`config.mk`:
```
export PLATFORM = sky130hd
export DESIGN_NAME = fetch_stage
export DESIGN_NICKNAME = d
export VERILOG_FILES = /design/src/rtl/mips_pkg.sv /design/src/rtl/fetch_stage.sv
export VERILOG_INCLUDE_DIRS = /design/src /design/src/rtl
export SDC_FILE = /design/constraint.sdc
export NUM_CORES = 2
export LEC_CHECK = 0
export BUFFER_PORTS_ARGS = -buffer_cell sky130_fd_sc_hd__buf_2
export CELL_PAD_IN_SITES_DETAIL_PLACEMENT = 0
export CELL_PAD_IN_SITES_GLOBAL_PLACEMENT = 2
export CORE_AREA = 2 2 434 651
export DETAILED_ROUTE_END_ITERATION = 6
export DIE_AREA = 0 0 436 653
export PLACE_DENSITY = 0.56
export SYNTH_ARGS = -nofsm -noshare
export SYNTH_HDL_FRONTEND = slang
export SYNTH_SLANG_ARGS = --single-unit
```
`constraint.sdc`:
```
create_clock -name i_clk -period 3.55 [get_ports i_clk]
set_input_delay 0.355 -clock i_clk [delete_from_list [all_inputs] [get_ports i_clk]]
set_output_delay 0.355 -clock i_clk [all_outputs]
set_load 0.05 [all_outputs]
```
`src/rtl/mips_cfg.svh`:
```
`ifndef MIPS_CFG_SVH
`define MIPS_CFG_SVH

// datapath
`define NB_BITS      32   // data and instruction width
`define NB_REG       5    // register number width

// memories, sizes in words
`define IMEM_DEPTH   64
`define DMEM_DEPTH   32
`define NB_IMEM_ADDR 6
`define NB_DMEM_ADDR 5

`endif

```
`src/rtl/mips_pkg.sv`:
```
`include "mips_cfg.svh"

package mips_pkg;

   typedef logic [`NB_BITS-1:0]      word_t;
   typedef logic [`NB_REG-1:0]       reg_num_t;
   typedef logic [`NB_IMEM_ADDR-1:0] imem_addr_t;
   typedef logic [2:0]               alu_op_t;
   typedef logic [1:0]               fw_sel_t;

   localparam alu_op_t ALU_ADD = 3'd0;
   localparam alu_op_t ALU_SUB = 3'd1;
   localparam alu_op_t ALU_AND = 3'd2;
   localparam alu_op_t ALU_OR  = 3'd3;
   localparam alu_op_t ALU_SLT = 3'd4;

   // operand source in execute
   localparam fw_sel_t FW_RF    = 2'd0;
   localparam fw_sel_t FW_EXMEM = 2'd1;
   localparam fw_sel_t FW_MEMWB = 2'd2;

   localparam logic [5:0] OP_RTYPE = 6'h00;
   localparam logic [5:0] OP_J     = 6'h02;
   localparam logic [5:0] OP_BEQ   = 6'h04;
   localparam logic [5:0] OP_ADDIU = 6'h09;
   localparam logic [5:0] OP_LW    = 6'h23;
   localparam logic [5:0] OP_SW    = 6'h2b;

   // funct field, r-type only
   localparam logic [5:0] FN_ADDU = 6'h21;
   localparam logic [5:0] FN_SUBU = 6'h23;
   localparam logic [5:0] FN_AND  = 6'h24;
   localparam logic [5:0] FN_OR   = 6'h25;
   localparam logic [5:0] FN_SLT  = 6'h2a;

   typedef enum logic [1:0] {
      HALT = 2'd0,
      RUN  = 2'd1,
      STEP = 2'd2
   } dbg_state_t;

endpackage

```
`src/rtl/fetch_stage.sv`:
```
`timescale 1ns/10ps
`include "mips_cfg.svh"

module fetch_stage (
   input  logic                 i_clk,
   input  logic                 i_arst_n,
   input  logic                 i_enb,
   input  logic                 i_stall,
   input  logic                 i_taken,
   input  mips_pkg::word_t      i_target,
   input  logic                 i_imem_we,
   input  mips_pkg::imem_addr_t i_imem_addr,
   input  mips_pkg::word_t      i_imem_data,
   output mips_pkg::word_t      o_pc4,
   output mips_pkg::word_t      o_instr
);

   mips_pkg::word_t imem [`IMEM_DEPTH];
   mips_pkg::word_t pc;
   mips_pkg::word_t pc_plus4;
   mips_pkg::word_t fetched;
   logic            in_range;

   // load port works while halted too
   always_ff @(posedge i_clk) begin
      if (i_imem_we) begin
         imem[i_imem_addr] <= i_imem_data;
      end
   end

   assign pc_plus4 = pc + 'd4;
   assign in_range = (pc[`NB_BITS-1:`NB_IMEM_ADDR+2] == '0);
   assign fetched  = in_range ? imem[pc[`NB_IMEM_ADDR+1:2]] : '0; // nop past the end

   always_ff @(posedge i_clk or negedge i_arst_n) begin
      if (!i_arst_n) begin
         pc      <= '0;
         o_pc4   <= '0;
         o_instr <= '0;
      end else if (i_enb && !i_stall) begin
         pc      <= i_taken ? i_target : pc_plus4;
         o_pc4   <= pc_plus4;
         o_instr <= i_taken ? '0 : fetched;   // flushed slot becomes a nop
      end
   end

endmodule

```
==> impl_metrics.ini <==
[placement]
dp_cells = 8029
gp_congestion = 0.757
io_buffers = 139
hpwl_um = 148000

[logic_synthesis]
async_flop_share = 0.0448
synth_compound_area_frac = 0.0410
ys_types = 61
synth_top_family_by_area = multiplexers
netlist.area_leader.share = 0.738
ys_top_cells_by_area = edfxtp_1 (74%), mux4_2 (9.0%), mux2i_1 (5.5%), dfrtp_1 (2.9%), a22oi_1 (1.9%)
muxShareOfSynthArea = 0.147
synthesis.instances = 4186
netlist_area_um2 = 83400
yosys_register_bits = 2144
yosys.area.top_type = edfxtp_1
yosys_most_used_dff = edfxtp_1
synth-edff-count = 2048
synth_nets = 4263
synth_simple_gate_area_frac = 0.0255
syn_avg_cell_area_um2 = 19.9
yosysWarnings = 0
yosys.area_share.adder = 0.000150
seq_area_frac_synth = 0.766
yosys.area_share.xor_xnor = 0.00294

[sta]
hold_viol_final = 0
period_needed_ns = 3.18
tns_ns = 0
relSlewSlack = 0.0889
finClkSkew_ns = 0.0462
drv_slew = 0
finalSetupViolCount = 0
rsz0062_at_grt = false
max_freq_mhz = 315
tightest_slew_ns = 1.37
period_share = 0.895

[clock_tree]
clk_path_buf_depth = 4
root_buffer = clkbuf_16
htree_levels = 4
post-cts-setup-buffers = 0
clock_sink_count = 2144
clkLatencyLatePin_ns = 0.88
clk_pin_slew_worst_paths_ns = 0.07
numCtsBuffers = 205
cts_tree = built

[detailed_routing]
post-route-drc-count = 0
drt_wl_total_um = 243000
vias = 42000
antenna_left = 0
drtPass1Iterations = 5
via_per_inst = 4.98
drtIter0Drc = 3049
wire_per_inst_um = 28.9

[setup_path]
path_class = register to register
endpoint_kind = register
r2r_start = pc[2]
critical_path.max_fanout = 64
worstRegToRegCells = 8
crit_required_ns = 4.36
critPathLaunchType = register
crit_start = pc[2]
cp.arrival_ns = 3.99

[layout]
fill_cells = 26300
multiInputGateArea_um2 = 18600
finalNonFillerCells = 8433
seqCellArea_um2 = 63900
finalNetCount = 4627
drive_gt1_frac = 0.233
fin_util = 0.349
area_growth_pct = 16.8

[global_routing]
grt_overflow = 0
grt_usage = 0.169
antenna_found_initial = 18
grt_start_max_net_pins = 70
first_global_vias = 44000
grt_first_pass_wirelength_um = 345000

[power_and_ir_drop]
peakVddDrop_v = 0.000416
power.density_nw_per_um2 = 598
p_leak_nw = 31.6
total_power_mw = 58.3

[floorplan]
ios = 140
start_util = 0.298
dieArea_um2 = 285000
dieWidth_um = 436
row_count = 238
dieHeight_um = 653
core_um2 = 279000

[worst_hold_path]
hp-start = i_imem_data[13]
holdPathStages = 1
holdCritPathClass = input port to register

[status]
status = complete, no violations

[flow_run]
max_cap_viol_count = 0
## report_power, final
part	total, mW	switching [mW]	internal, mW
Clock	22.0	9.55	12.5
Combinational	7.98	4.90	3.07
Sequential	28.3	0.267	28.0
Total	58.3	14.7	43.5
## logic make-up after synthesis
| group | after synthesis |
|---|---|
| fa+ha+maj | 1 |
| xor+xnor | 28 |
| mux | 802 |
| flops | 2144 |
| compound gates | 492 |
| simple gates | 462 |
| buf+inv | 257 |
## what timing repair did
item | in CTS | in global routing
hold buffers | 34 | 0
gates resized for setup | 0 | 0
endpoints found under the hold margin | 77 | 0
## Yosys cell counts, types with 6 or more instances
cell / count
and3_1: 12
o21ai_1: 20
buf_1: 18
nor3_1: 14
a31oi_1: 9
xnor2_1: 22
a41oi_1: 14
edfxtp_1: 2048
and2_1: 9
mux2i_1: 460
nor4_1: 9
o22ai_1: 11
buf_6: 32
mux2_2: 7
a221oi_1: 28
buf_2: 44
a32oi_1: 8
nand4_1: 25
a211oi_1: 17
clkbuf_1: 113
mux4_2: 334
nand3_1: 91
nand2_1: 153
a22oi_1: 208
a21oi_1: 72
nor2b_1: 11
buf_4: 39
xor2_1: 6
nor2_1: 114
a22o_1: 18
dfrtp_1: 96
o21ai_0: 61
## critical path, cell delays in order, from the launching register on
cell     delay (ns)
dfrtp_4        0.47
buf_12         0.26
buf_12         0.39
mux2i_1        0.14
a22oi_1        0.34
nand3_1        0.18
a41oi_1        0.90
o21ai_1        0.16
nand2_1        0.10
## layout by cell type (no fill, tap or decap), types with 7 or more instances in the layout
cell type,count
edfxtp_1,2048
mux2i_1,460
mux4_2,334
clkbuf_16,209
a22oi_1,208
buf_4,170
nand2_1,153
buf_2,138
nand3_1,91
dfrtp_1,90
a21oi_1,72
buf_12,65
nor2_4,63
o21ai_0,61
nor2_1,49
clkbuf_1,44
clkinv_2,34
dlygate4sd3_1,34
clkinv_1,30
a221oi_1,28
nand4_1,25
xnor2_1,22
o21ai_1,20
bufinv_16,19
a22o_1,18
a211oi_1,17
clkbuf_8,15
a41oi_1,14
and3_1,12
nor3_1,11
o22ai_1,11
a31oi_1,9
nor2b_1,8
and2_1,8
nor4_1,8
a32oi_1,8
clkinvlp_4,8
mux2_2,7
## through the flow
step           hold slack (ns)  worst slack (ns)  cell area [um2]
6_report                0.0634             0.372            97400
3_5_place_dp             0.457             0.278            90400
5_1_grt                 0.0615             0.246            97400
3_3_place_gp             0.445             0.203            90400
2_1_floorplan           0.0594           0.00980            83400
4_1_cts                 0.0183             0.264            97400
## registers in the layout (all words and copies together), names as in the netlist
signal	cells
o_instr	32
o_pc4	32
imem	2048
pc	32
## final cells by class
cell class	instances	share of cell area
Sequential cell	2144	0.656
Multi-Input combinational cell	1785	0.191
Clock buffer	268	0.0575
Tap cell	3720	0.0478
Timing Repair Buffer	407	0.0371
Clock inverter	98	0.0102
Inverter	7	0.000321
Antenna cell	4	0.000103
## path summary, 6_finish.rpt
check / endpoint / slack [ns]
worst min-delay path: imem[48][13] / 0.06
worst min register to register: o_pc4[0] / 0.47
max in group asynchronous: o_instr[6] / 2.57
min in group asynchronous: o_pc4[27] / 0.09
worst max-delay path: o_instr[5] / 0.37
worst max register to register: o_instr[5] / 0.37
## layer usage
layer	part of all wire	GRT usage	up-vias
li1	-	-	17900
met1	0.41	0.212	22900
met2	0.53	0.309	856
met3	0.039	0.0229	264
met4	0.019	0.0361	12
met5	0.00029	0	-
(Power assumes the default switching activity.)
