$ cat src/rtl/mips_cfg.svh
`ifndef MIPS_CFG_SVH
`define MIPS_CFG_SVH

// datapath
`define NB_BITS      32   // data and instruction width
`define NB_REG       5    // register number width

// memories, sizes in words
`define IMEM_DEPTH   64
`define DMEM_DEPTH   32
`define NB_IMEM_ADDR 6
`define NB_DMEM_ADDR 5

`endif

$ cat src/rtl/mips_pkg.sv
`include "mips_cfg.svh"

package mips_pkg;

   typedef logic [`NB_BITS-1:0]      word_t;
   typedef logic [`NB_REG-1:0]       reg_num_t;
   typedef logic [`NB_IMEM_ADDR-1:0] imem_addr_t;
   typedef logic [2:0]               alu_op_t;
   typedef logic [1:0]               fw_sel_t;

   localparam alu_op_t ALU_ADD = 3'd0;
   localparam alu_op_t ALU_SUB = 3'd1;
   localparam alu_op_t ALU_AND = 3'd2;
   localparam alu_op_t ALU_OR  = 3'd3;
   localparam alu_op_t ALU_SLT = 3'd4;

   // operand source in execute
   localparam fw_sel_t FW_RF    = 2'd0;
   localparam fw_sel_t FW_EXMEM = 2'd1;
   localparam fw_sel_t FW_MEMWB = 2'd2;

   localparam logic [5:0] OP_RTYPE = 6'h00;
   localparam logic [5:0] OP_J     = 6'h02;
   localparam logic [5:0] OP_BEQ   = 6'h04;
   localparam logic [5:0] OP_ADDIU = 6'h09;
   localparam logic [5:0] OP_LW    = 6'h23;
   localparam logic [5:0] OP_SW    = 6'h2b;

   // funct field, r-type only
   localparam logic [5:0] FN_ADDU = 6'h21;
   localparam logic [5:0] FN_SUBU = 6'h23;
   localparam logic [5:0] FN_AND  = 6'h24;
   localparam logic [5:0] FN_OR   = 6'h25;
   localparam logic [5:0] FN_SLT  = 6'h2a;

   typedef enum logic [1:0] {
      HALT = 2'd0,
      RUN  = 2'd1,
      STEP = 2'd2
   } dbg_state_t;

endpackage

$ cat src/rtl/hazard_unit.sv
`timescale 1ns/10ps

module hazard_unit (
   input  mips_pkg::reg_num_t i_if_rs,
   input  mips_pkg::reg_num_t i_if_rt,
   input  mips_pkg::reg_num_t i_ex_rs,
   input  mips_pkg::reg_num_t i_ex_rt,
   input  mips_pkg::reg_num_t i_ex_dst,
   input  logic               i_ex_write,
   input  logic               i_ex_read,
   input  mips_pkg::reg_num_t i_mem_dst,
   input  logic               i_mem_write,
   input  mips_pkg::reg_num_t i_wb_dst,
   input  logic               i_wb_write,
   input  logic               i_branch,
   output mips_pkg::fw_sel_t  o_fw_a,
   output mips_pkg::fw_sel_t  o_fw_b,
   output logic               o_stall
);

   logic load_use;
   logic branch_wait;

   // pending write to src, r0 never counts
   function automatic logic hit(logic we, mips_pkg::reg_num_t dst, mips_pkg::reg_num_t src);
      return we && (dst != '0) && (dst == src);
   endfunction

   // EX/MEM is newer, so it wins
   assign o_fw_a = hit(i_mem_write, i_mem_dst, i_ex_rs) ? mips_pkg::FW_EXMEM :
                   hit(i_wb_write, i_wb_dst, i_ex_rs)   ? mips_pkg::FW_MEMWB :
                                                           mips_pkg::FW_RF;
   assign o_fw_b = hit(i_mem_write, i_mem_dst, i_ex_rt) ? mips_pkg::FW_EXMEM :
                   hit(i_wb_write, i_wb_dst, i_ex_rt)   ? mips_pkg::FW_MEMWB :
                                                           mips_pkg::FW_RF;

   assign load_use = hit(i_ex_read, i_ex_dst, i_if_rs) || hit(i_ex_read, i_ex_dst, i_if_rt);

   // beq compares in decode, MEM/WB gets there through the rf bypass
   assign branch_wait = i_branch &&
                        (hit(i_ex_write, i_ex_dst, i_if_rs) || hit(i_ex_write, i_ex_dst, i_if_rt) ||
                         hit(i_mem_write, i_mem_dst, i_if_rs) ||
                         hit(i_mem_write, i_mem_dst, i_if_rt));

   assign o_stall = load_use || branch_wait;

endmodule

$ cat config.mk
export PLATFORM = sky130hd
export DESIGN_NAME = hazard_unit
export DESIGN_NICKNAME = d
export VERILOG_FILES = /design/src/rtl/mips_pkg.sv /design/src/rtl/hazard_unit.sv
export VERILOG_INCLUDE_DIRS = /design/src /design/src/rtl
export SDC_FILE = /design/constraint.sdc
export NUM_CORES = 1
export LEC_CHECK = 0
export ABC_AREA = 1
export BUFFER_PORTS_ARGS = -buffer_cell sky130_fd_sc_hd__buf_2
export CORE_MARGIN = 2
export CORE_UTILIZATION = 40
export DETAILED_ROUTE_END_ITERATION = 12
export PLACE_DENSITY = 0.8
export SYNTH_ARGS = -nofsm -noshare
export SYNTH_HDL_FRONTEND = slang
export SYNTH_SLANG_ARGS = --single-unit
$ cat constraint.sdc
create_clock -name vclk -period 0.9
set_input_delay 0.135 -clock vclk [all_inputs]
set_output_delay 0.135 -clock vclk [all_outputs]
set_load 0.01 [all_outputs]
==> impl_metrics.tcl, run 1 <==
set metrics [dict create \
    vdd_ir_drop_max_mv 0.215 \
    synth.area.top_cells "nand2_1 31%, xnor2_1 30%, inv_1 11%, nor2_1 8.1%, nand3_1 7.2%" \
    grt_pass1_vias 842 \
    avgViaCountPerCell 4.64 \
    place_area_um2 950 \
    avgSynthCellArea_um2 4.96 \
    fin_area_um2 1220 \
    dr.first_iter.drc_count 12 \
    switchingPower_mw 0.270 \
    clkbuf_count 0 \
    power_density_nw_per_um2 472 \
    tightest_slew_ps 213 \
    synth_nets 180 \
    slew_viol_final 0 \
    p_total_mw 0.576 \
    grtUsageTotal_pct 19.4 \
    hold_end "o_fw_a[1]" \
    syn_area_um2 694 \
    ys_seq_area_share_pct 0 \
    post_drt_wl_per_cell_um 10.1 \
    gp_congestion 0.739 \
    slew_headroom_pct 85.7 \
    violations "setup timing" \
    yosys.cell_count.top_type "nand2_1" \
    yosysTopAreaCellShare_pct 30.8 \
    internal_power_mw 0.306 \
    start_util_pct 41.6 \
    die-area_um2 2090 \
    cp.arrival_ps 910 \
    route.detailed.drc 0 \
    ys_types 15 \
    vias 927 \
    clock_power_share_pct 0 \
    synth_top_family_by_area "simple AND/OR/NAND/NOR gates" \
    area_delta_synth_final_pct 75.7 \
    period_needed_ps 1040 \
    holdCritStartpoint "i_ex_rs[4]" \
    synthAdderAreaFrac_pct 0 \
    portBuffers 45 \
    ant_nets 0 \
    grt_max_degree 6 \
    synth_common_cells "57 x nand2_1, 24 x xnor2_1, 20 x inv_1" \
    ios 45 \
    power_frac_comb_pct 100.0 \
    dp_cells 200 \
    required_ps 760 \
    critical_path_class "in2out" \
    nets 225 \
    drtPass1Iterations 3 \
    design.seq.count 0 \
    hold_violations 0 \
    wirelength_um 2020 \
    max_freq_mhz 959 \
    fin_cells 200 \
    worstSetupStartpointType "input port" \
    p_leak_nw 0.688 \
    grt_pass1_wl_um 3110 \
    hold_depth 5 \
    hpwl_um 1590 \
    endpoint_kind "output pin" \
    rsz0062_at_grt "yes" \
    synth_area_leader_cell "nand2_1" \
    regArea_um2 0 \
    crit_fanout 2 \
    synthSimpleGateAreaFrac_pct 50.8 \
    synth_compound_area_share_pct 3.78 \
    min_period_over_period_pct 116 \
    synthCells 140 \
    setup_viol 5 \
    sw_frac_of_total_pct 46.9 \
    cts_setup_buffers 0 \
    grt-ovfl-total 0 \
    num_rows 15 \
    status "complete, but fails checks" \
    synth.area.mux_share_pct 0 \
    yosys_warnings 0 \
    holdBufCountCts 0 \
    min_path_type "in2out" \
    core_um2 1670 \
    p_seq_share_pct 0 \
    fin_setup_tns_ps -586 \
    antenna_found_initial 0 \
    synth_xor_area_share_pct 31.5 \
    antenna-diode-count 0 \
    fin_ws_ps -143 \
    die_h_um 45.7 \
    drive_gt1_share_pct 41.5 \
    cap_violations 0 \
    chipWidth_um 45.7 \
]
==> power groups by stage <==
stage / Combinational [mW] / Sequential, mW / Clock [mW]
global route: 0.631 / 0 / 0
CTS: 0.537 / 0 / 0
detailed placement: 0.428 / 0 / 0
global placement: 0.418 / 0 / 0
floorplan: 0.261 / 0 / 0
finish: 0.576 / 0 / 0
==> critical path, stage by stage <==
cell	delay, ps
buf_8	100
xnor2_2	140
nand3_1	100
nor3_2	230
nor2_2	60
buf_2	140
==> worst max path at each step <==
stage,slack (ps),end,start
2_1_floorplan,-40,o_fw_a[1],i_mem_dst[4]
3_3_place_gp,-190,o_stall,i_mem_dst[2]
3_5_place_dp,-200,o_stall,i_mem_dst[2]
4_1_cts,-150,o_fw_a[1],i_mem_dst[4]
5_1_grt,-210,o_stall,i_if_rs[1]
6_report,-140,o_fw_a[1],i_ex_rs[0]
==> timing repair <==
action | 4_1_cts | 5_1_grt
gates resized for setup | 53 | 22
pin swaps | 22 | 14
endpoints found under the setup margin | 5 | 5
==> routing by layer <==
layer	vias to the layer above	wire length, µm	GRT usage [%]
li1	503	-	-
met1	393	827	21.4
met2	31	1100	40.8
met3	0	88	0.397
met4	0	0	1.76
met5	-	0	0
==> cells by family after synthesis <==
logic type,after synthesis
buf+inv,25
compound gates,4
xor+xnor,25
simple gates,86
==> final cells by class <==
cell class	instances	area [µm²]
Multi-Input combinational cell	115	717
Fill cell	138	450
Timing Repair Buffer	45	365
Tap cell	17	21.3
Inverter	23	116
==> stage by stage <==
| stage | worst slack [ps] | hold slack (ps) | utilization (%) |
|---|---|---|---|
| final | -143 | 665 | 73.0 |
| after floorplan | -41.9 | 387 | - |
| after global routing | -208 | 687 | 73.0 |
| after detailed placement | -201 | 666 | 56.9 |
| after global placement | -186 | 658 | 56.9 |
| after CTS | -151 | 665 | 69.4 |
==> layout by cell type, fill, tap and decap left out, drive strengths merged <==
cell type	instances
a21oi	1
buf	45
clkinv	1
inv	22
nand2	57
nand3	10
nor2	17
nor3	2
o21ai	2
o21bai	1
xnor2	24
xor2	1
(Power assumes the default switching activity.)
==> run 2, diff against run 1 <==
==> constraint.sdc (replaced) <==
create_clock -name vclk -period 0.9
set_input_delay 0 -clock vclk [all_inputs]
set_output_delay 0 -clock vclk [all_outputs]
set_load 0.01 [all_outputs]
==> run 2 against run 1 <==
Net effect:
- the run now ends clean
- die area unchanged
- power decreased by 25%
- via count decreased by 0.65%
- cell count unchanged
- critical endpoint is now o_stall
==> impl_metrics.tcl, run 2 (synthesis gave the netlist of run 1 again) <==
set metrics [dict create \
    min_path_type "in2out" \
    regArea_um2 0 \
    hold_depth 4 \
    worstSetupStartpointType "input port" \
    drive_gt1_share_pct 30.6 \
    slew_headroom_pct 87.6 \
    design.seq.count 0 \
    grt_pass1_vias 736 \
    final_common_cell "nand2_1" \
    fin_area_um2 958 \
    cts_setup_buffers 0 \
    holdCritStartpoint "i_mem_write" \
    max_freq_mhz 1220 \
    multi_input_area_um2 613 \
    gp_congestion 0.758 \
    wirelength_um 1790 \
    vias 921 \
    die_h_um 45.7 \
    cap_violations 0 \
    ant_nets 0 \
    antenna-diode-count 0 \
    holdBufCountCts 0 \
    place_area_um2 931 \
    p_leak_nw 0.578 \
    critical_path_class "in2out" \
    post_drt_wl_per_cell_um 8.94 \
    hpwl_um 1600 \
    setup_viol 0 \
    mostFrequentLayoutCells "57 x nand2_1, 41 x buf_2, 24 x xnor2_1, 19 x inv_1, 14 x nor2_1" \
    dp_slack_ps 76.4 \
    area_delta_synth_final_pct 38.0 \
    required_ps 900 \
    core_um2 1670 \
    hold_end "o_fw_b[0]" \
    post-route-util_pct 57.4 \
    grt_pass1_wl_um 2710 \
    ios 45 \
    crit_fanout 5 \
    start_util_pct 41.6 \
    clkbuf_count 0 \
    tightest_slew_ps 184 \
    endpoint_kind "output pin" \
    min_period_over_period_pct 91.0 \
    grt_max_degree 6 \
    num_rows 15 \
    power_density_nw_per_um2 449 \
    die-area_um2 2090 \
    avgViaCountPerCell 4.61 \
    dr.first_iter.drc_count 3 \
    antenna_found_initial 0 \
    status "finished clean" \
    grtUsageTotal_pct 16.9 \
    chipWidth_um 45.7 \
    portBuffers 45 \
    route.detailed.drc 0 \
    nets 225 \
    hold_violations 0 \
    period_needed_ps 819 \
    drtPass1Iterations 4 \
    vdd_ir_drop_max_mv 0.182 \
    grt-ovfl-total 0 \
    cp.arrival_ps 820 \
    n_fill_cell 169 \
    fin_setup_tns_ps 0 \
    p_total_mw 0.431 \
    fin_ws_ps 80.8 \
    slew_viol_final 0 \
    crit_start "i_mem_dst[2]" \
]
==> run 2: changes by cell type in the layout (fill, tap and decap cells not counted), sizes merged <==
cell,change
buf,-3
clkbuf,+3
clkinv,-1
inv,+1
==> run 2: how the worst max path moves through the flow <==
stage / endpoint / slack (ps) / cells after the start
after global routing: o_fw_a[1] / -7 / 6
after CTS: o_stall / 70 / 8
after global placement: o_stall / 80 / 8
after detailed placement: o_stall / 80 / 8
after floorplan: o_fw_a[1] / 190 / 6
final: o_stall / 80 / 8
==> run 2: power breakdown <==
part           leakage (nW)  total (mW)  switching (mW)  internal, mW
Combinational         0.578       0.431           0.223         0.207
Sequential                0           0               0             0
Clock                     0           0               0             0
==> run 2: layout make-up <==
type | count | area share, %
multi-input cells | 115 | 64.0
repair buffers | 45 | 24.5
inverters | 23 | 9.27
well taps | 17 | 2.22
==> run 2: stage by stage <==
stage | hold slack [ps] | cells
final | 371 | 200
after global routing | 393 | 200
after CTS | 389 | 200
after detailed placement | 388 | 200
after global placement | 394 | 200
after floorplan | 137 | 140
==> run 2: worst max-delay path: stages <==
cell	delay (ps)
buf_2	140
inv_2	70
nand3_2	100
o21ai_4	200
nor2_1	60
nand2_1	70
nand2_1	50
buf_2	130
==> run 2: per-layer routing <==
layer | track usage [%] | part of all wire, %
met5 | 0 | 0
met4 | 0 | 0
met1 | 20.2 | 44
met2 | 34.1 | 50
met3 | 0.794 | 6.2
==> run 2: repair_timing <==
| item | 4_1_cts | 5_1_grt |
|---|---|---|
| gates resized for setup | 0 | 10 |
| setup endpoints to repair | 0 | 2 |
| endpoints found under the hold margin | 0 | 0 |
