### src/rtl/mips_cfg.svh
`ifndef MIPS_CFG_SVH
`define MIPS_CFG_SVH

// datapath
`define NB_BITS      32   // data and instruction width
`define NB_REG       5    // register number width

// memories, sizes in words
`define IMEM_DEPTH   64
`define DMEM_DEPTH   32
`define NB_IMEM_ADDR 6
`define NB_DMEM_ADDR 5

`endif

### src/rtl/mips_pkg.sv
`include "mips_cfg.svh"

package mips_pkg;

   typedef logic [`NB_BITS-1:0]      word_t;
   typedef logic [`NB_REG-1:0]       reg_num_t;
   typedef logic [`NB_IMEM_ADDR-1:0] imem_addr_t;
   typedef logic [2:0]               alu_op_t;
   typedef logic [1:0]               fw_sel_t;

   localparam alu_op_t ALU_ADD = 3'd0;
   localparam alu_op_t ALU_SUB = 3'd1;
   localparam alu_op_t ALU_AND = 3'd2;
   localparam alu_op_t ALU_OR  = 3'd3;
   localparam alu_op_t ALU_SLT = 3'd4;

   // operand source in execute
   localparam fw_sel_t FW_RF    = 2'd0;
   localparam fw_sel_t FW_EXMEM = 2'd1;
   localparam fw_sel_t FW_MEMWB = 2'd2;

   localparam logic [5:0] OP_RTYPE = 6'h00;
   localparam logic [5:0] OP_J     = 6'h02;
   localparam logic [5:0] OP_BEQ   = 6'h04;
   localparam logic [5:0] OP_ADDIU = 6'h09;
   localparam logic [5:0] OP_LW    = 6'h23;
   localparam logic [5:0] OP_SW    = 6'h2b;

   // funct field, r-type only
   localparam logic [5:0] FN_ADDU = 6'h21;
   localparam logic [5:0] FN_SUBU = 6'h23;
   localparam logic [5:0] FN_AND  = 6'h24;
   localparam logic [5:0] FN_OR   = 6'h25;
   localparam logic [5:0] FN_SLT  = 6'h2a;

   typedef enum logic [1:0] {
      HALT = 2'd0,
      RUN  = 2'd1,
      STEP = 2'd2
   } dbg_state_t;

endpackage

### src/rtl/mem_stage.sv
`timescale 1ns/10ps
`include "mips_cfg.svh"

module mem_stage (
   input  logic               i_clk,
   input  logic               i_arst_n,
   input  logic               i_enb,
   input  mips_pkg::word_t    i_alu_res,
   input  mips_pkg::word_t    i_store_data,
   input  mips_pkg::reg_num_t i_dst_num,
   input  logic               i_reg_write,
   input  logic               i_mem_read,
   input  logic               i_mem_write,
   output logic               o_wb_we,
   output mips_pkg::reg_num_t o_wb_reg,
   output mips_pkg::word_t    o_wb_data
);

   mips_pkg::word_t          dmem [`DMEM_DEPTH];
   logic [`NB_DMEM_ADDR-1:0] addr;
   mips_pkg::word_t          load_q;
   mips_pkg::word_t          alu_q;
   logic                     load_sel_q;
   logic                     we_q;

   assign addr = i_alu_res[`NB_DMEM_ADDR+1:2];   // word addressed

   always_ff @(posedge i_clk or negedge i_arst_n) begin
      if (!i_arst_n) begin
         for (int i = 0; i < `DMEM_DEPTH; i++) begin
            dmem[i] <= '0;
         end
      end else if (i_enb && i_mem_write) begin
         dmem[addr] <= i_store_data;
      end
   end

   // MEM/WB latch
   always_ff @(posedge i_clk or negedge i_arst_n) begin
      if (!i_arst_n) begin
         we_q       <= 1'b0;
         o_wb_reg   <= '0;
         load_q     <= '0;
         alu_q      <= '0;
         load_sel_q <= 1'b0;
      end else if (i_enb) begin
         we_q       <= i_reg_write && (i_dst_num != '0);   // r0 writes dropped here
         o_wb_reg   <= i_dst_num;
         load_q     <= dmem[addr];
         alu_q      <= i_alu_res;
         load_sel_q <= i_mem_read;
      end
   end

   // write-back mux
   assign o_wb_data = load_sel_q ? load_q : alu_q;
   assign o_wb_we   = we_q && i_enb;   // one pulse per enabled cycle

endmodule

### config.mk
export PLATFORM = sky130hd
export DESIGN_NAME = mem_stage
export DESIGN_NICKNAME = d
export VERILOG_FILES = /design/src/rtl/mips_pkg.sv /design/src/rtl/mem_stage.sv
export VERILOG_INCLUDE_DIRS = /design/src /design/src/rtl
export SDC_FILE = /design/constraint.sdc
export NUM_CORES = 1
export LEC_CHECK = 0
export ABC_CLOCK_PERIOD_IN_PS = 2700
export BUFFER_PORTS_ARGS = -buffer_cell sky130_fd_sc_hd__buf_4
export CORE_MARGIN = 2
export CORE_UTILIZATION = 45
export CTS_BUF_LIST = sky130_fd_sc_hd__clkbuf_4 sky130_fd_sc_hd__clkbuf_8 sky130_fd_sc_hd__clkbuf_16
export CTS_CLUSTER_DIAMETER = 60
export CTS_CLUSTER_SIZE = 14
export DETAILED_ROUTE_END_ITERATION = 12
export PLACE_DENSITY_LB_ADDON = 0.25
export RECOVER_POWER = 100
export SYNTH_ARGS = -nofsm -noshare
export SYNTH_HDL_FRONTEND = slang
export SYNTH_SLANG_ARGS = --single-unit
export TNS_END_PERCENT = 5
### constraint.sdc
create_clock -name i_clk -period 2.7 [get_ports i_clk]
set_input_delay 0.54 -clock i_clk [delete_from_list [all_inputs] [get_ports i_clk]]
set_output_delay 0.54 -clock i_clk [all_outputs]
set_load 0.01 [all_outputs]
==> results_tabular.tex <==
\begin{tabular}{lr}
\hline
Metric & Value \\
\hline
\multicolumn{2}{l}{\textbf{Run status}} \\
Status & completed \\
\multicolumn{2}{l}{\textbf{Floorplanning}} \\
Die height & $\sim$340 um \\
Die ar. & approximately 110000 sq um \\
Total number of placement rows & around 120 \\
I/O pin cnt & 113 \\
Horizontal die dimension & 335 um \\
Core footprint & 109000 sq um \\
Effective utilization at floorplan & a little under half \\
\multicolumn{2}{l}{\textbf{Placed design}} \\
Pre-CTS setup slack & roughly 42 ps \\
\# placed instances & approximately 4700 \\
RePlAce Congestion & about 0.79 \\
DPL Wire Length & between 80000 and 90000 um \\
Number of buffers added on ports & roughly 110 \\
\multicolumn{2}{l}{\textbf{Setup path}} \\
Worst EP arrival & around 3200 ps \\
Required time at the endpoint of the critical path & between 3000 and 4000 ps \\
Worst reg2reg setup slack & a little over 600 ps \\
Crit path max-delay family & buffers and inverters \\
Kind of end point of the critical path & register \\
Worst reg2reg startpoint & dmem[525] \\
Start-to-end type of the worst setup path & in2reg \\
Highest-delay cell along the critical path & sky130\_fd\_sc\_hd\_\_clkbuf\_2 \\
Count of cell instances traversed by the critical path & 6 \\
Number of cells on the worst reg-to-reg path & 6 \\
Crit Reg-Reg Endpoint & load\_q[13] \\
Worst setup SP type & input port \\
Largest stage delay on the critical path & just over 700 ps \\
Peak fanout along the critical path & 17 \\
Buf+Inv Stages, Crit Path & 3 \\
CP cell instances & clkbuf\_2 -> clkbuf\_1 -> nand4\_4 -> nor2\_4 -> buf\_6 -> mux2\_2 \\
\multicolumn{2}{l}{\textbf{Synthesis}} \\
Flops \& latches, synth & roughly 1100 \\
Warnings, synthesis & 0 \\
Post-Synth Simple-Gate Area & approximately 1.7\% \\
Mean cell area of the mapped netlist & 15.4 sq um \\
Syn\_nets & 3286 \\
Synthesized instance count & approximately 3200 \\
Xor and xnor area share after synthesis & 0\% \\
Multiplexer fraction of the synthesized cell area & 36.9\% \\
Dominant combinational cell family by area after synthesis & multiplexers \\
Most used DFF post-synth & sky130\_fd\_sc\_hd\_\_dfrtp\_1 \\
Post-synthesis sequential area ratio & between 50\% and 60\% \\
Cell area after synthesis & about 49000 sq um \\
Number of different library cells in the post-synthesis netlist & 52 \\
Post-synthesis adder-cell area fraction & 0\% \\
Share of flip-flops with an asynchronous set or reset & 100\% \\
Synthesized-area fraction occupied by ao, oa, aoi and oai cells & 2.71\% \\
Count of flip-flops with a built-in enable after synthesis & 0 \\
\multicolumn{2}{l}{\textbf{Cells and area}} \\
Nets & between 3000 and 4000 \\
Fraction of final layout cells with drive strength greater than 1 & 52.2\% \\
Leading cell types in the layout, fill and taps excluded & sky130\_fd\_sc\_hd\_\_mux2\_2 (1107), sky130\_fd\_sc\_hd\_\_dfrtp\_1 (1094), sky130\_fd\_sc\_hd\_\_mux4\_2 (187) \\
Largest regs & dmem x1024, alu\_q x32, load\_q x32 \\
Number of flip-flops under the largest register name & about 1000 \\
Share of the core filled with cells in the final layout & 51.2\% \\
Leading cell type in the layout, fill and taps excluded & sky130\_fd\_sc\_hd\_\_mux2\_2 \\
Fill cell count & approximately 9000 \\
Post-route non-filler standard cell count & around 4800 \\
Register with the most flip-flops & dmem \\
Area growth from synthesis to final layout & 13.0\% \\
Antenna Cells & 0 \\
\multicolumn{2}{l}{\textbf{Route}} \\
DRC violations left & 0 \\
Number of vias per cell & just over 6 \\
Violation count after the first detailed-routing iteration & about 2100 \\
Remaining antenna violation count & 0 \\
Post-Route WL & between 100000 and 150000 um \\
Average wire per cell in the routed design & $\sim$29 um \\
Number of iterations in the first detailed-routing pass & 5 \\
Routed via count & 29043 \\
\multicolumn{2}{l}{\textbf{Power}} \\
Power density of the placed cells & between 700 and 800 nW/um\^{}2 \\
Maximum vdd drop & about 0.45 mV \\
Total leakage power & 25.7 nW \\
\multicolumn{2}{l}{\textbf{Clock network}} \\
TritonCTS clock tree & yes \\
Latest clock arrival within the worst-skew pair & 680 ps \\
Number of buffers on the longest clock path & 3 \\
Number of gates resized after cts & 0 \\
Clock root cell & sky130\_fd\_sc\_hd\_\_clkbuf\_16 \\
H-Tree Level Count & 3 \\
CTS Buf Count & 102 \\
Clock input transition at the sequential cells of the worst setup and hold paths & around 70 ps \\
Sink count of the clock tree & around 1100 \\
\multicolumn{2}{l}{\textbf{Run}} \\
Max-capacitance violation count & 0 \\
\multicolumn{2}{l}{\textbf{GRT}} \\
Met2 demand-to-capacity share in global routing & between 40\% and 50\% \\
Number of global-route vias before repair & 31681 \\
Largest net degree at the start of global routing & between 90 and 100 \\
Total global routing track utilization & about a quarter \\
Number of antenna violations at the first check in global routing & 2 \\
Met3 demand-to-capacity share in global routing & under 10\% \\
Wire length of the first global-routing pass & between 200000 and 250000 um \\
M1 GR Usage & approximately a third \\
Gr ovfl total & 0 \\
Global route hottest layer & met2 \\
\multicolumn{2}{l}{\textbf{Hold path}} \\
End point of the worst hold path & alu\_q[19] \\
Hold wc startpoint & i\_alu\_res[19] \\
Instance count along the most critical hold path & 2 \\
Classification of the worst-slack hold path & in2reg \\
\multicolumn{2}{l}{\textbf{STA}} \\
Share of the clock period used by the worst path after layout & a little over nine tenths \\
Max-slew violations & 0 \\
Fin crit period & 2630 ps \\
Max Clk Rate & 380 MHz \\
Number of setup violations in the final report & 0 \\
RSZ-0062 raised after global routing & false \\
Final Hold Violating Endpoints & 0 \\
Transition time of the tightest slew-check pin & $\sim$1400 ps \\
Total negative slack for setup checks & 0 ps \\
Worst rel slew slack & around 8.1\% \\
Worst setup margin & around 65 ps \\
Post-route clock skew & about 24 ps \\
\hline
\end{tabular}
power by group:
group	switching, W	leakage [nW]	internal (W)
registers	0.00113	14.5	0.0186
clock network	0.00639	1.63	0.00815
logic	0.00219	9.63	0.00291
total	0.00970	25.7	0.0296
cell type report:
type / instances / area [sq um] / area share, %
timing repair buffer: 330 / 2720 / 4.88
tap: 1414 / 1770 / 3.17
clock inverter: 40 / 493 / 0.884
multi-input combinational: 1810 / 20600 / 36.9
inverter: 2 / 7.51 / 0.0135
clock buffer: 124 / 2800 / 5.03
sequential: 1095 / 27400 / 49.1
how the worst max path moves through the flow:
stage | from | end
6_report | i_alu_res[2] | dmem[409]
5_1_grt | i_alu_res[2] | dmem[473]
4_1_cts | load_sel_q | o_wb_data[2]
3_5_place_dp | i_alu_res[3] | load_q[13]
3_3_place_gp | i_alu_res[2] | load_q[15]
2_1_floorplan | i_enb | o_wb_we
synth_stat cells (2+ instances only):
cell type                   number  area share, %
sky130_fd_sc_hd__a2111oi_0       7           0.12
sky130_fd_sc_hd__a211o_1        12           0.21
sky130_fd_sc_hd__a21oi_1        22           0.22
sky130_fd_sc_hd__a221oi_1       19           0.34
sky130_fd_sc_hd__a22oi_1        19           0.29
sky130_fd_sc_hd__a31oi_1         3          0.038
sky130_fd_sc_hd__a41oi_1        22           0.39
sky130_fd_sc_hd__and2_1          4          0.051
sky130_fd_sc_hd__buf_1          10          0.076
sky130_fd_sc_hd__buf_2         107            1.1
sky130_fd_sc_hd__buf_4          56           0.85
sky130_fd_sc_hd__buf_6           7           0.16
sky130_fd_sc_hd__clkbuf_1      124           0.94
sky130_fd_sc_hd__dfrtp_1      1095             56
sky130_fd_sc_hd__inv_1           2          0.015
sky130_fd_sc_hd__mux2_1          6           0.14
sky130_fd_sc_hd__mux2_2       1111             25
sky130_fd_sc_hd__mux2i_1       141            2.9
sky130_fd_sc_hd__mux4_2        187            8.5
sky130_fd_sc_hd__nand2_1        64           0.49
sky130_fd_sc_hd__nand2b_1        6          0.076
sky130_fd_sc_hd__nand3_1         5          0.051
sky130_fd_sc_hd__nand3b_1        4          0.061
sky130_fd_sc_hd__nand4b_2        2          0.061
sky130_fd_sc_hd__nor2_1         59           0.45
sky130_fd_sc_hd__nor2b_1         5          0.063
sky130_fd_sc_hd__nor3_1         11           0.11
sky130_fd_sc_hd__o211ai_1        3          0.046
sky130_fd_sc_hd__o21ai_0        21           0.21
sky130_fd_sc_hd__o221ai_1       11           0.20
sky130_fd_sc_hd__o22ai_1        44           0.56
sky130_fd_sc_hd__or4_1           2          0.030
kinds of logic (layout without fill, tap and decap cells):
kind of cell,after synthesis,in the layout
multiplexers,1446,1446
AND/OR/NAND/NOR,176,176
flip-flops,1095,1095
buffers and inverters,306,496
AO/OA/AOI/OAI,188,188
per-layer routing:
layer	wire length [um]	part of all wire (%)
met5	24	0.017
met4	4470	3.2
met3	6610	4.7
met2	67500	48
met1	61300	44
stage by stage:
stage | power (W) | hold WS (ps) | area [sq um]
2_1_floorplan | 0.0232 | 244 | 49400
3_3_place_gp | 0.0248 | 463 | 53300
3_5_place_dp | 0.0252 | 473 | 53300
4_1_cts | 0.0398 | 49.6 | 56600
5_1_grt | 0.0410 | 72.2 | 55800
6_report | 0.0393 | 84.7 | 55800
repair_timing:
action	in CTS	in global routing
setup buffers	0	0
endpoints found under the hold margin	36	0
hold buffers	1	0
setup endpoints to repair	0	0
Note: power is estimated with default switching activity, not from simulation.
