$ cat config.mk
export PLATFORM = sky130hd
export DESIGN_NAME = decode_stage
export DESIGN_NICKNAME = d
export VERILOG_FILES = /design/src/rtl/mips_pkg.sv /design/src/rtl/decode_stage.sv
export VERILOG_INCLUDE_DIRS = /design/src /design/src/rtl
export SDC_FILE = /design/constraint.sdc
export NUM_CORES = 2
export LEC_CHECK = 0
export BUFFER_PORTS_ARGS = -buffer_cell sky130_fd_sc_hd__buf_2
export CORE_UTILIZATION = 30
export CTS_BUF_LIST = sky130_fd_sc_hd__clkbuf_8
export CTS_CLUSTER_DIAMETER = 30
export DETAILED_ROUTE_END_ITERATION = 12
export GPL_TIMING_DRIVEN = 0
export PLACE_DENSITY = 0.53
export SYNTH_ARGS = -nofsm -noshare
export SYNTH_HDL_FRONTEND = slang
export SYNTH_SLANG_ARGS = --single-unit
$ cat constraint.sdc
create_clock -name i_clk -period 3.1 [get_ports i_clk]
set_input_delay 0.31 -clock i_clk [delete_from_list [all_inputs] [get_ports i_clk]]
set_output_delay 0.31 -clock i_clk [all_outputs]
set_load 0.1 [all_outputs]
$ cat src/rtl/mips_cfg.svh
`ifndef MIPS_CFG_SVH
`define MIPS_CFG_SVH

// datapath
`define NB_BITS      32   // data and instruction width
`define NB_REG       5    // register number width

// memories, sizes in words
`define IMEM_DEPTH   64
`define DMEM_DEPTH   32
`define NB_IMEM_ADDR 6
`define NB_DMEM_ADDR 5

`endif

$ cat src/rtl/mips_pkg.sv
`include "mips_cfg.svh"

package mips_pkg;

   typedef logic [`NB_BITS-1:0]      word_t;
   typedef logic [`NB_REG-1:0]       reg_num_t;
   typedef logic [`NB_IMEM_ADDR-1:0] imem_addr_t;
   typedef logic [2:0]               alu_op_t;
   typedef logic [1:0]               fw_sel_t;

   localparam alu_op_t ALU_ADD = 3'd0;
   localparam alu_op_t ALU_SUB = 3'd1;
   localparam alu_op_t ALU_AND = 3'd2;
   localparam alu_op_t ALU_OR  = 3'd3;
   localparam alu_op_t ALU_SLT = 3'd4;

   // operand source in execute
   localparam fw_sel_t FW_RF    = 2'd0;
   localparam fw_sel_t FW_EXMEM = 2'd1;
   localparam fw_sel_t FW_MEMWB = 2'd2;

   localparam logic [5:0] OP_RTYPE = 6'h00;
   localparam logic [5:0] OP_J     = 6'h02;
   localparam logic [5:0] OP_BEQ   = 6'h04;
   localparam logic [5:0] OP_ADDIU = 6'h09;
   localparam logic [5:0] OP_LW    = 6'h23;
   localparam logic [5:0] OP_SW    = 6'h2b;

   // funct field, r-type only
   localparam logic [5:0] FN_ADDU = 6'h21;
   localparam logic [5:0] FN_SUBU = 6'h23;
   localparam logic [5:0] FN_AND  = 6'h24;
   localparam logic [5:0] FN_OR   = 6'h25;
   localparam logic [5:0] FN_SLT  = 6'h2a;

   typedef enum logic [1:0] {
      HALT = 2'd0,
      RUN  = 2'd1,
      STEP = 2'd2
   } dbg_state_t;

endpackage

$ cat src/rtl/decode_stage.sv
`timescale 1ns/10ps
`include "mips_cfg.svh"

module decode_stage (
   input  logic                 i_clk,
   input  logic                 i_arst_n,
   input  logic                 i_enb,
   input  mips_pkg::word_t      i_pc4,
   input  mips_pkg::word_t      i_instr,
   input  logic                 i_bubble,
   input  logic                 i_wb_we,
   input  mips_pkg::reg_num_t   i_wb_reg,
   input  mips_pkg::word_t      i_wb_data,
   output logic                 o_taken,
   output mips_pkg::word_t      o_target,
   output mips_pkg::reg_num_t   o_if_rs,    // raw fields for the hazard unit
   output mips_pkg::reg_num_t   o_if_rt,
   output logic                 o_branch,
   output mips_pkg::word_t      o_rs_val,
   output mips_pkg::word_t      o_rt_val,
   output mips_pkg::word_t      o_imm,
   output mips_pkg::reg_num_t   o_rs_num,
   output mips_pkg::reg_num_t   o_rt_num,
   output mips_pkg::reg_num_t   o_dst_num,
   output mips_pkg::alu_op_t    o_alu_op,
   output logic                 o_use_imm,
   output logic                 o_reg_write,
   output logic                 o_mem_read,
   output logic                 o_mem_write
);

   localparam int N_REGS = 1 << `NB_REG;

   mips_pkg::word_t    regs [N_REGS];
   logic [5:0]         opcode;
   logic [5:0]         funct;
   mips_pkg::reg_num_t rd;
   mips_pkg::word_t    imm_ext;
   mips_pkg::word_t    rs_val;
   mips_pkg::word_t    rt_val;
   mips_pkg::alu_op_t  alu_op;
   logic               use_imm;
   logic               reg_write;
   logic               mem_read;
   logic               mem_write;
   logic               dst_is_rt;
   logic               is_jump;

   function automatic mips_pkg::word_t rf_read(mips_pkg::reg_num_t num);
      mips_pkg::word_t val;
      if (num == '0) begin
         val = '0;
      end else if (i_wb_we && i_wb_reg == num) begin
         val = i_wb_data;   // write-first
      end else begin
         val = regs[num];
      end
      return val;
   endfunction

   assign opcode  = i_instr[31:26];
   assign o_if_rs = i_instr[25:21];
   assign o_if_rt = i_instr[20:16];
   assign rd      = i_instr[15:11];
   assign funct   = i_instr[5:0];
   assign imm_ext = {{16{i_instr[15]}}, i_instr[15:0]};

   always_comb begin
      rs_val = rf_read(o_if_rs);
      rt_val = rf_read(o_if_rt);
   end

   always_ff @(posedge i_clk or negedge i_arst_n) begin
      if (!i_arst_n) begin
         for (int i = 0; i < N_REGS; i++) begin
            regs[i] <= '0;
         end
      end else if (i_enb && i_wb_we) begin
         regs[i_wb_reg] <= i_wb_data;   // r0 already filtered in mem
      end
   end

   // main control
   always_comb begin
      alu_op    = mips_pkg::ALU_ADD;
      use_imm   = 1'b0;
      reg_write = 1'b0;
      mem_read  = 1'b0;
      mem_write = 1'b0;
      dst_is_rt = 1'b0;
      o_branch  = 1'b0;
      is_jump   = 1'b0;
      case (opcode)
         mips_pkg::OP_RTYPE: begin
            reg_write = 1'b1;
            case (funct)
               mips_pkg::FN_ADDU: alu_op = mips_pkg::ALU_ADD;
               mips_pkg::FN_SUBU: alu_op = mips_pkg::ALU_SUB;
               mips_pkg::FN_AND:  alu_op = mips_pkg::ALU_AND;
               mips_pkg::FN_OR:   alu_op = mips_pkg::ALU_OR;
               mips_pkg::FN_SLT:  alu_op = mips_pkg::ALU_SLT;
               default:           reg_write = 1'b0;   // nop lands here
            endcase
         end
         mips_pkg::OP_ADDIU: begin
            use_imm   = 1'b1;
            reg_write = 1'b1;
            dst_is_rt = 1'b1;
         end
         mips_pkg::OP_LW: begin
            use_imm   = 1'b1;
            reg_write = 1'b1;
            mem_read  = 1'b1;
            dst_is_rt = 1'b1;
         end
         mips_pkg::OP_SW: begin
            use_imm   = 1'b1;
            mem_write = 1'b1;
         end
         mips_pkg::OP_BEQ: o_branch = 1'b1;
         mips_pkg::OP_J:   is_jump  = 1'b1;
         default: ;
      endcase
   end

   // no redirect while stalled, the compare may see stale operands
   assign o_taken  = ((o_branch && rs_val == rt_val) || is_jump) && !i_bubble;
   assign o_target = is_jump ? {i_pc4[31:28], i_instr[25:0], 2'b00}
                             : i_pc4 + {imm_ext[29:0], 2'b00};

   // ID/EX latch
   always_ff @(posedge i_clk or negedge i_arst_n) begin
      if (!i_arst_n) begin
         o_rs_val    <= '0;
         o_rt_val    <= '0;
         o_imm       <= '0;
         o_rs_num    <= '0;
         o_rt_num    <= '0;
         o_dst_num   <= '0;
         o_alu_op    <= mips_pkg::ALU_ADD;
         o_use_imm   <= 1'b0;
         o_reg_write <= 1'b0;
         o_mem_read  <= 1'b0;
         o_mem_write <= 1'b0;
      end else if (i_enb) begin
         o_rs_val    <= rs_val;
         o_rt_val    <= rt_val;
         o_imm       <= imm_ext;
         o_rs_num    <= o_if_rs;
         o_rt_num    <= o_if_rt;
         o_dst_num   <= dst_is_rt ? o_if_rt : rd;
         o_alu_op    <= alu_op;
         o_use_imm   <= use_imm;
         // bubble: payload is don't care, flags cleared
         o_reg_write <= reg_write && !i_bubble;
         o_mem_read  <= mem_read && !i_bubble;
         o_mem_write <= mem_write && !i_bubble;
      end
   end

endmodule

==> flow_summary.json <==
{
  "core_area_mm2": 0.203,
  "worst-path-max-fanout": 10,
  "final_nets": 5179,
  "antenna_found_initial": 26,
  "clock_latency_ns": 1.06,
  "timing.final.crit_share": 1.73,
  "critical_path_class": "in -> out",
  "fin_worst_skew_ns": 0.103,
  "syn-num-nets": 4467,
  "vias": 49200,
  "ir_drop_mv": 0.490,
  "synth_ff_type": "dfrtp_1",
  "synthCells": 4331,
  "syn_avg_cell_area_um2": 14.2,
  "avgRoutedWirePerCell_um": 40.5,
  "ys_types": 82,
  "period_needed_ns": 5.35,
  "ant_nets": 0,
  "worst_slew_pin_slew_ns": 1.69,
  "rows": 165,
  "final_util": 0.378,
  "cp-start-kind": "primary input",
  "ys_warn_count": 0,
  "cts-root-buf": "clkbuf_8",
  "viasPerCell": 6.17,
  "relSlewSlack": -0.128,
  "drv_cap": 24,
  "grt_pass1_wl_um": 427000,
  "yosysSeqAreaShare": 0.459,
  "fmaxAchievable_ghz": 0.187,
  "synth_edf_count": 0,
  "violations": "capacitance limit, slew limit, setup timing",
  "cts.clk_slew.worst_paths_ns": 0.05,
  "fin_setup_tns_ns": -10.13,
  "drtIter0Drc": 7390,
  "fp.dieArea_mm2": 0.206,
  "yosys.area_share.simple": 0.0319,
  "die_y_um": 454,
  "overflow": 0,
  "min_path_type": "in -> async",
  "gp_congestion": 1.01,
  "layout-drive-gt1-share": 0.531,
  "status": "finished with violations",
  "grt_max_degree": 162,
  "synthArstFlopShare": 1.00,
  "drt_pass1_iterations": 6,
  "synth_fa_ha_area_frac": 0.00624,
  "cp_data_arrival_time_ns": 5.04,
  "cts_made_buffers": 314,
  "dp_hpwl_um": 211000,
  "h-tree-depth": 5,
  "final.setup.worst_slack_ns": -2.25,
  "grtUsageTotal": 0.308,
  "rrSetupSlack_ns": 0.38,
  "finalSetupViolations": 18,
  "initial_utilization": 0.303,
  "critical_path_required_ns": 2.79,
  "ios": 268,
  "cts.sinks": 1126,
  "clockBufferDepth": 4,
  "die_w_um": 454,
  "hold_ws_ns": 0.00407,
  "drcViolationCount": 0,
  "hold_violations": 0,
  "synth-compound-area-share": 0.0588,
  "power_density_mw_per_mm2": 676,
  "totalWireLength_um": 323000,
  "cts_tree": "built",
  "rsz0062_at_grt": "true",
  "muxShareOfSynthArea": 0.395,
  "p_leak_nw": 33.9,
  "slew_violations": 241,
  "port_buffers": 260,
  "area_growth_pct": 24.9,
  "grt_pass1_vias": 48300,
  "crit_path_end_kind": "primary output",
  "synth_top_family_by_area": "multiplexers",
  "synth_seq_cells": 1126,
  "synth.cell_area_mm2": 0.0614,
  "synth-xor-area-share": 0.00870
}
==> registers in the layout (all words and copies together) (netlist names) <==
register     cells
regs          1024
o_rs_val        32
o_rt_val        32
o_imm           16
o_dst_num        5
o_rs_num         5
o_rt_num         5
o_alu_op         3
o_mem_read       1
o_mem_write      1
o_reg_write      1
o_use_imm        1
==> layout by cell type (no fill, tap or decap), types with 16 or more instances in the layout <==
| master | count |
|---|---|
| nor2b_1 | 16 |
| buf_1 | 36 |
| o22ai_1 | 73 |
| buf_2 | 250 |
| diode_2 | 24 |
| clkbuf_4 | 23 |
| buf_12 | 44 |
| a32oi_1 | 18 |
| a211oi_1 | 27 |
| a21oi_1 | 133 |
| bufinv_16 | 40 |
| nand3_1 | 20 |
| buf_4 | 116 |
| buf_8 | 31 |
| nor2_1 | 125 |
| clkinvlp_4 | 27 |
| ha_1 | 20 |
| clkbuf_1 | 138 |
| xnor2_1 | 30 |
| o221ai_1 | 22 |
| mux4_2 | 473 |
| clkbuf_8 | 363 |
| dfrtp_1 | 1126 |
| a21oi_2 | 20 |
| o21ai_0 | 41 |
| mux2_2 | 1073 |
| mux2i_1 | 137 |
| dlygate4sd3_1 | 81 |
| a22oi_1 | 63 |
| xor2_1 | 17 |
| a221oi_1 | 16 |
| buf_6 | 52 |
| clkbuf_2 | 54 |
| inv_1 | 63 |
| nand2_1 | 116 |
| clkinv_2 | 64 |
==> synthesized netlist by cell type, types with 11 or more instances <==
master | count | area [um2]
a211oi_1 | 30 | 225
a21o_1 | 13 | 97.6
a21oi_1 | 160 | 801
a221oi_1 | 16 | 140
a22oi_1 | 69 | 518
a32oi_1 | 26 | 228
and2_1 | 14 | 87.6
buf_1 | 62 | 233
buf_2 | 57 | 285
buf_4 | 66 | 495
buf_6 | 30 | 338
clkbuf_1 | 216 | 811
dfrtp_1 | 1126 | 28200
ha_1 | 29 | 363
inv_1 | 22 | 82.6
mux2_2 | 1073 | 12100
mux2i_1 | 137 | 1370
mux4_2 | 471 | 10600
nand2_1 | 125 | 469
nand2b_1 | 11 | 68.8
nand3_1 | 25 | 125
nor2_1 | 132 | 495
nor2b_1 | 20 | 125
nor3_1 | 18 | 90.1
nor4_1 | 12 | 75.1
o21ai_0 | 57 | 285
o221ai_1 | 22 | 193
o22ai_1 | 73 | 457
xnor2_1 | 39 | 342
xor2_1 | 22 | 193
==> critical path, stage by stage <==
cell	delay [ns]
buf_6	0.16
buf_8	0.23
buf_4	0.45
nor3_1	0.14
and2_1	0.36
nor2_1	0.30
buf_4	0.43
clkbuf_8	0.38
a32oi_4	0.14
xnor2_1	0.35
nand2_2	0.25
nor4_4	0.60
nand4_1	0.25
o22ai_4	0.38
buf_12	0.23
==> timing repair <==
action | CTS | global route
pin swaps | 50 | 27
cloned | 0 | 0
buffers inserted | 37 | 10
setup endpoints to repair | 68 | 31
hold buffers | 81 | 1
endpoints found under the hold margin | 655 | 3
gates resized for setup | 389 | 90
==> per-layer routing <==
layer,global-route usage,vias to the layer above,wire (um)
met5,0,-,78
met4,0.229,10,28500
met3,0.118,1135,39800
met2,0.440,3840,135000
met1,0.377,26000,120000
li1,-,18200,-
==> metrics by stage <==
stage	cell area [um2]	setup WS, ns	total power (W)	std cells
3_3_place_gp	66400	-24.20	0.0284	7263
3_5_place_dp	66900	-4.44	0.0287	7280
4_1_cts	76200	-1.94	0.0514	7933
6_report	76700	-2.25	0.0518	7965
2_1_floorplan	61700	-0.575	0.0251	4331
5_1_grt	76600	-1.99	0.0531	7946
==> report_power, final <==
group | internal, W | switching, W
clock network | 0.0139 | 0.00848
logic | 0.00458 | 0.00668
registers | 0.0167 | 0.00145
==> cell type report <==
cell class	instances	area, um2
fillers	19400	126000
multi-input cells	2738	31800
flip-flops and latches	1126	28200
clock buffers	360	4950
well taps	2672	3340
repair buffers	404	3200
plain buffers	436	3120
clock inverters	182	1950
inverters	23	88.8
diodes	24	60.1
==> cell families (layout without fill, tap and decap cells) <==
logic type / Yosys count / in the layout
simple gates: 415 / 415
buf+inv: 467 / 1405
flops: 1126 / 1126
other cells: 0 / 24
fa+ha+maj: 30 / 30
xor+xnor: 61 / 61
mux: 1689 / 1689
compound gates: 543 / 543
==> worst paths after layout <==
path                                        from                        to  depth (start not counted)
setup / recovery                     i_instr[16]                   o_taken                         15
hold / removal                          i_arst_n     regs[743]$_DFFE_PN0P_                          3
setup reg to reg           regs[788]$_DFFE_PN0P_  o_rt_val[20]$_DFFE_PN0P_                          6
hold reg to reg            o_use_imm$_DFFE_PN0P_     o_use_imm$_DFFE_PN0P_                          1
max in group asynchronous               i_arst_n     regs[466]$_DFFE_PN0P_                          6
min in group i_clk                  i_wb_data[0]   o_rs_val[0]$_DFFE_PN0P_                          4
No activity file was read; power rests on OpenSTA's default activity.
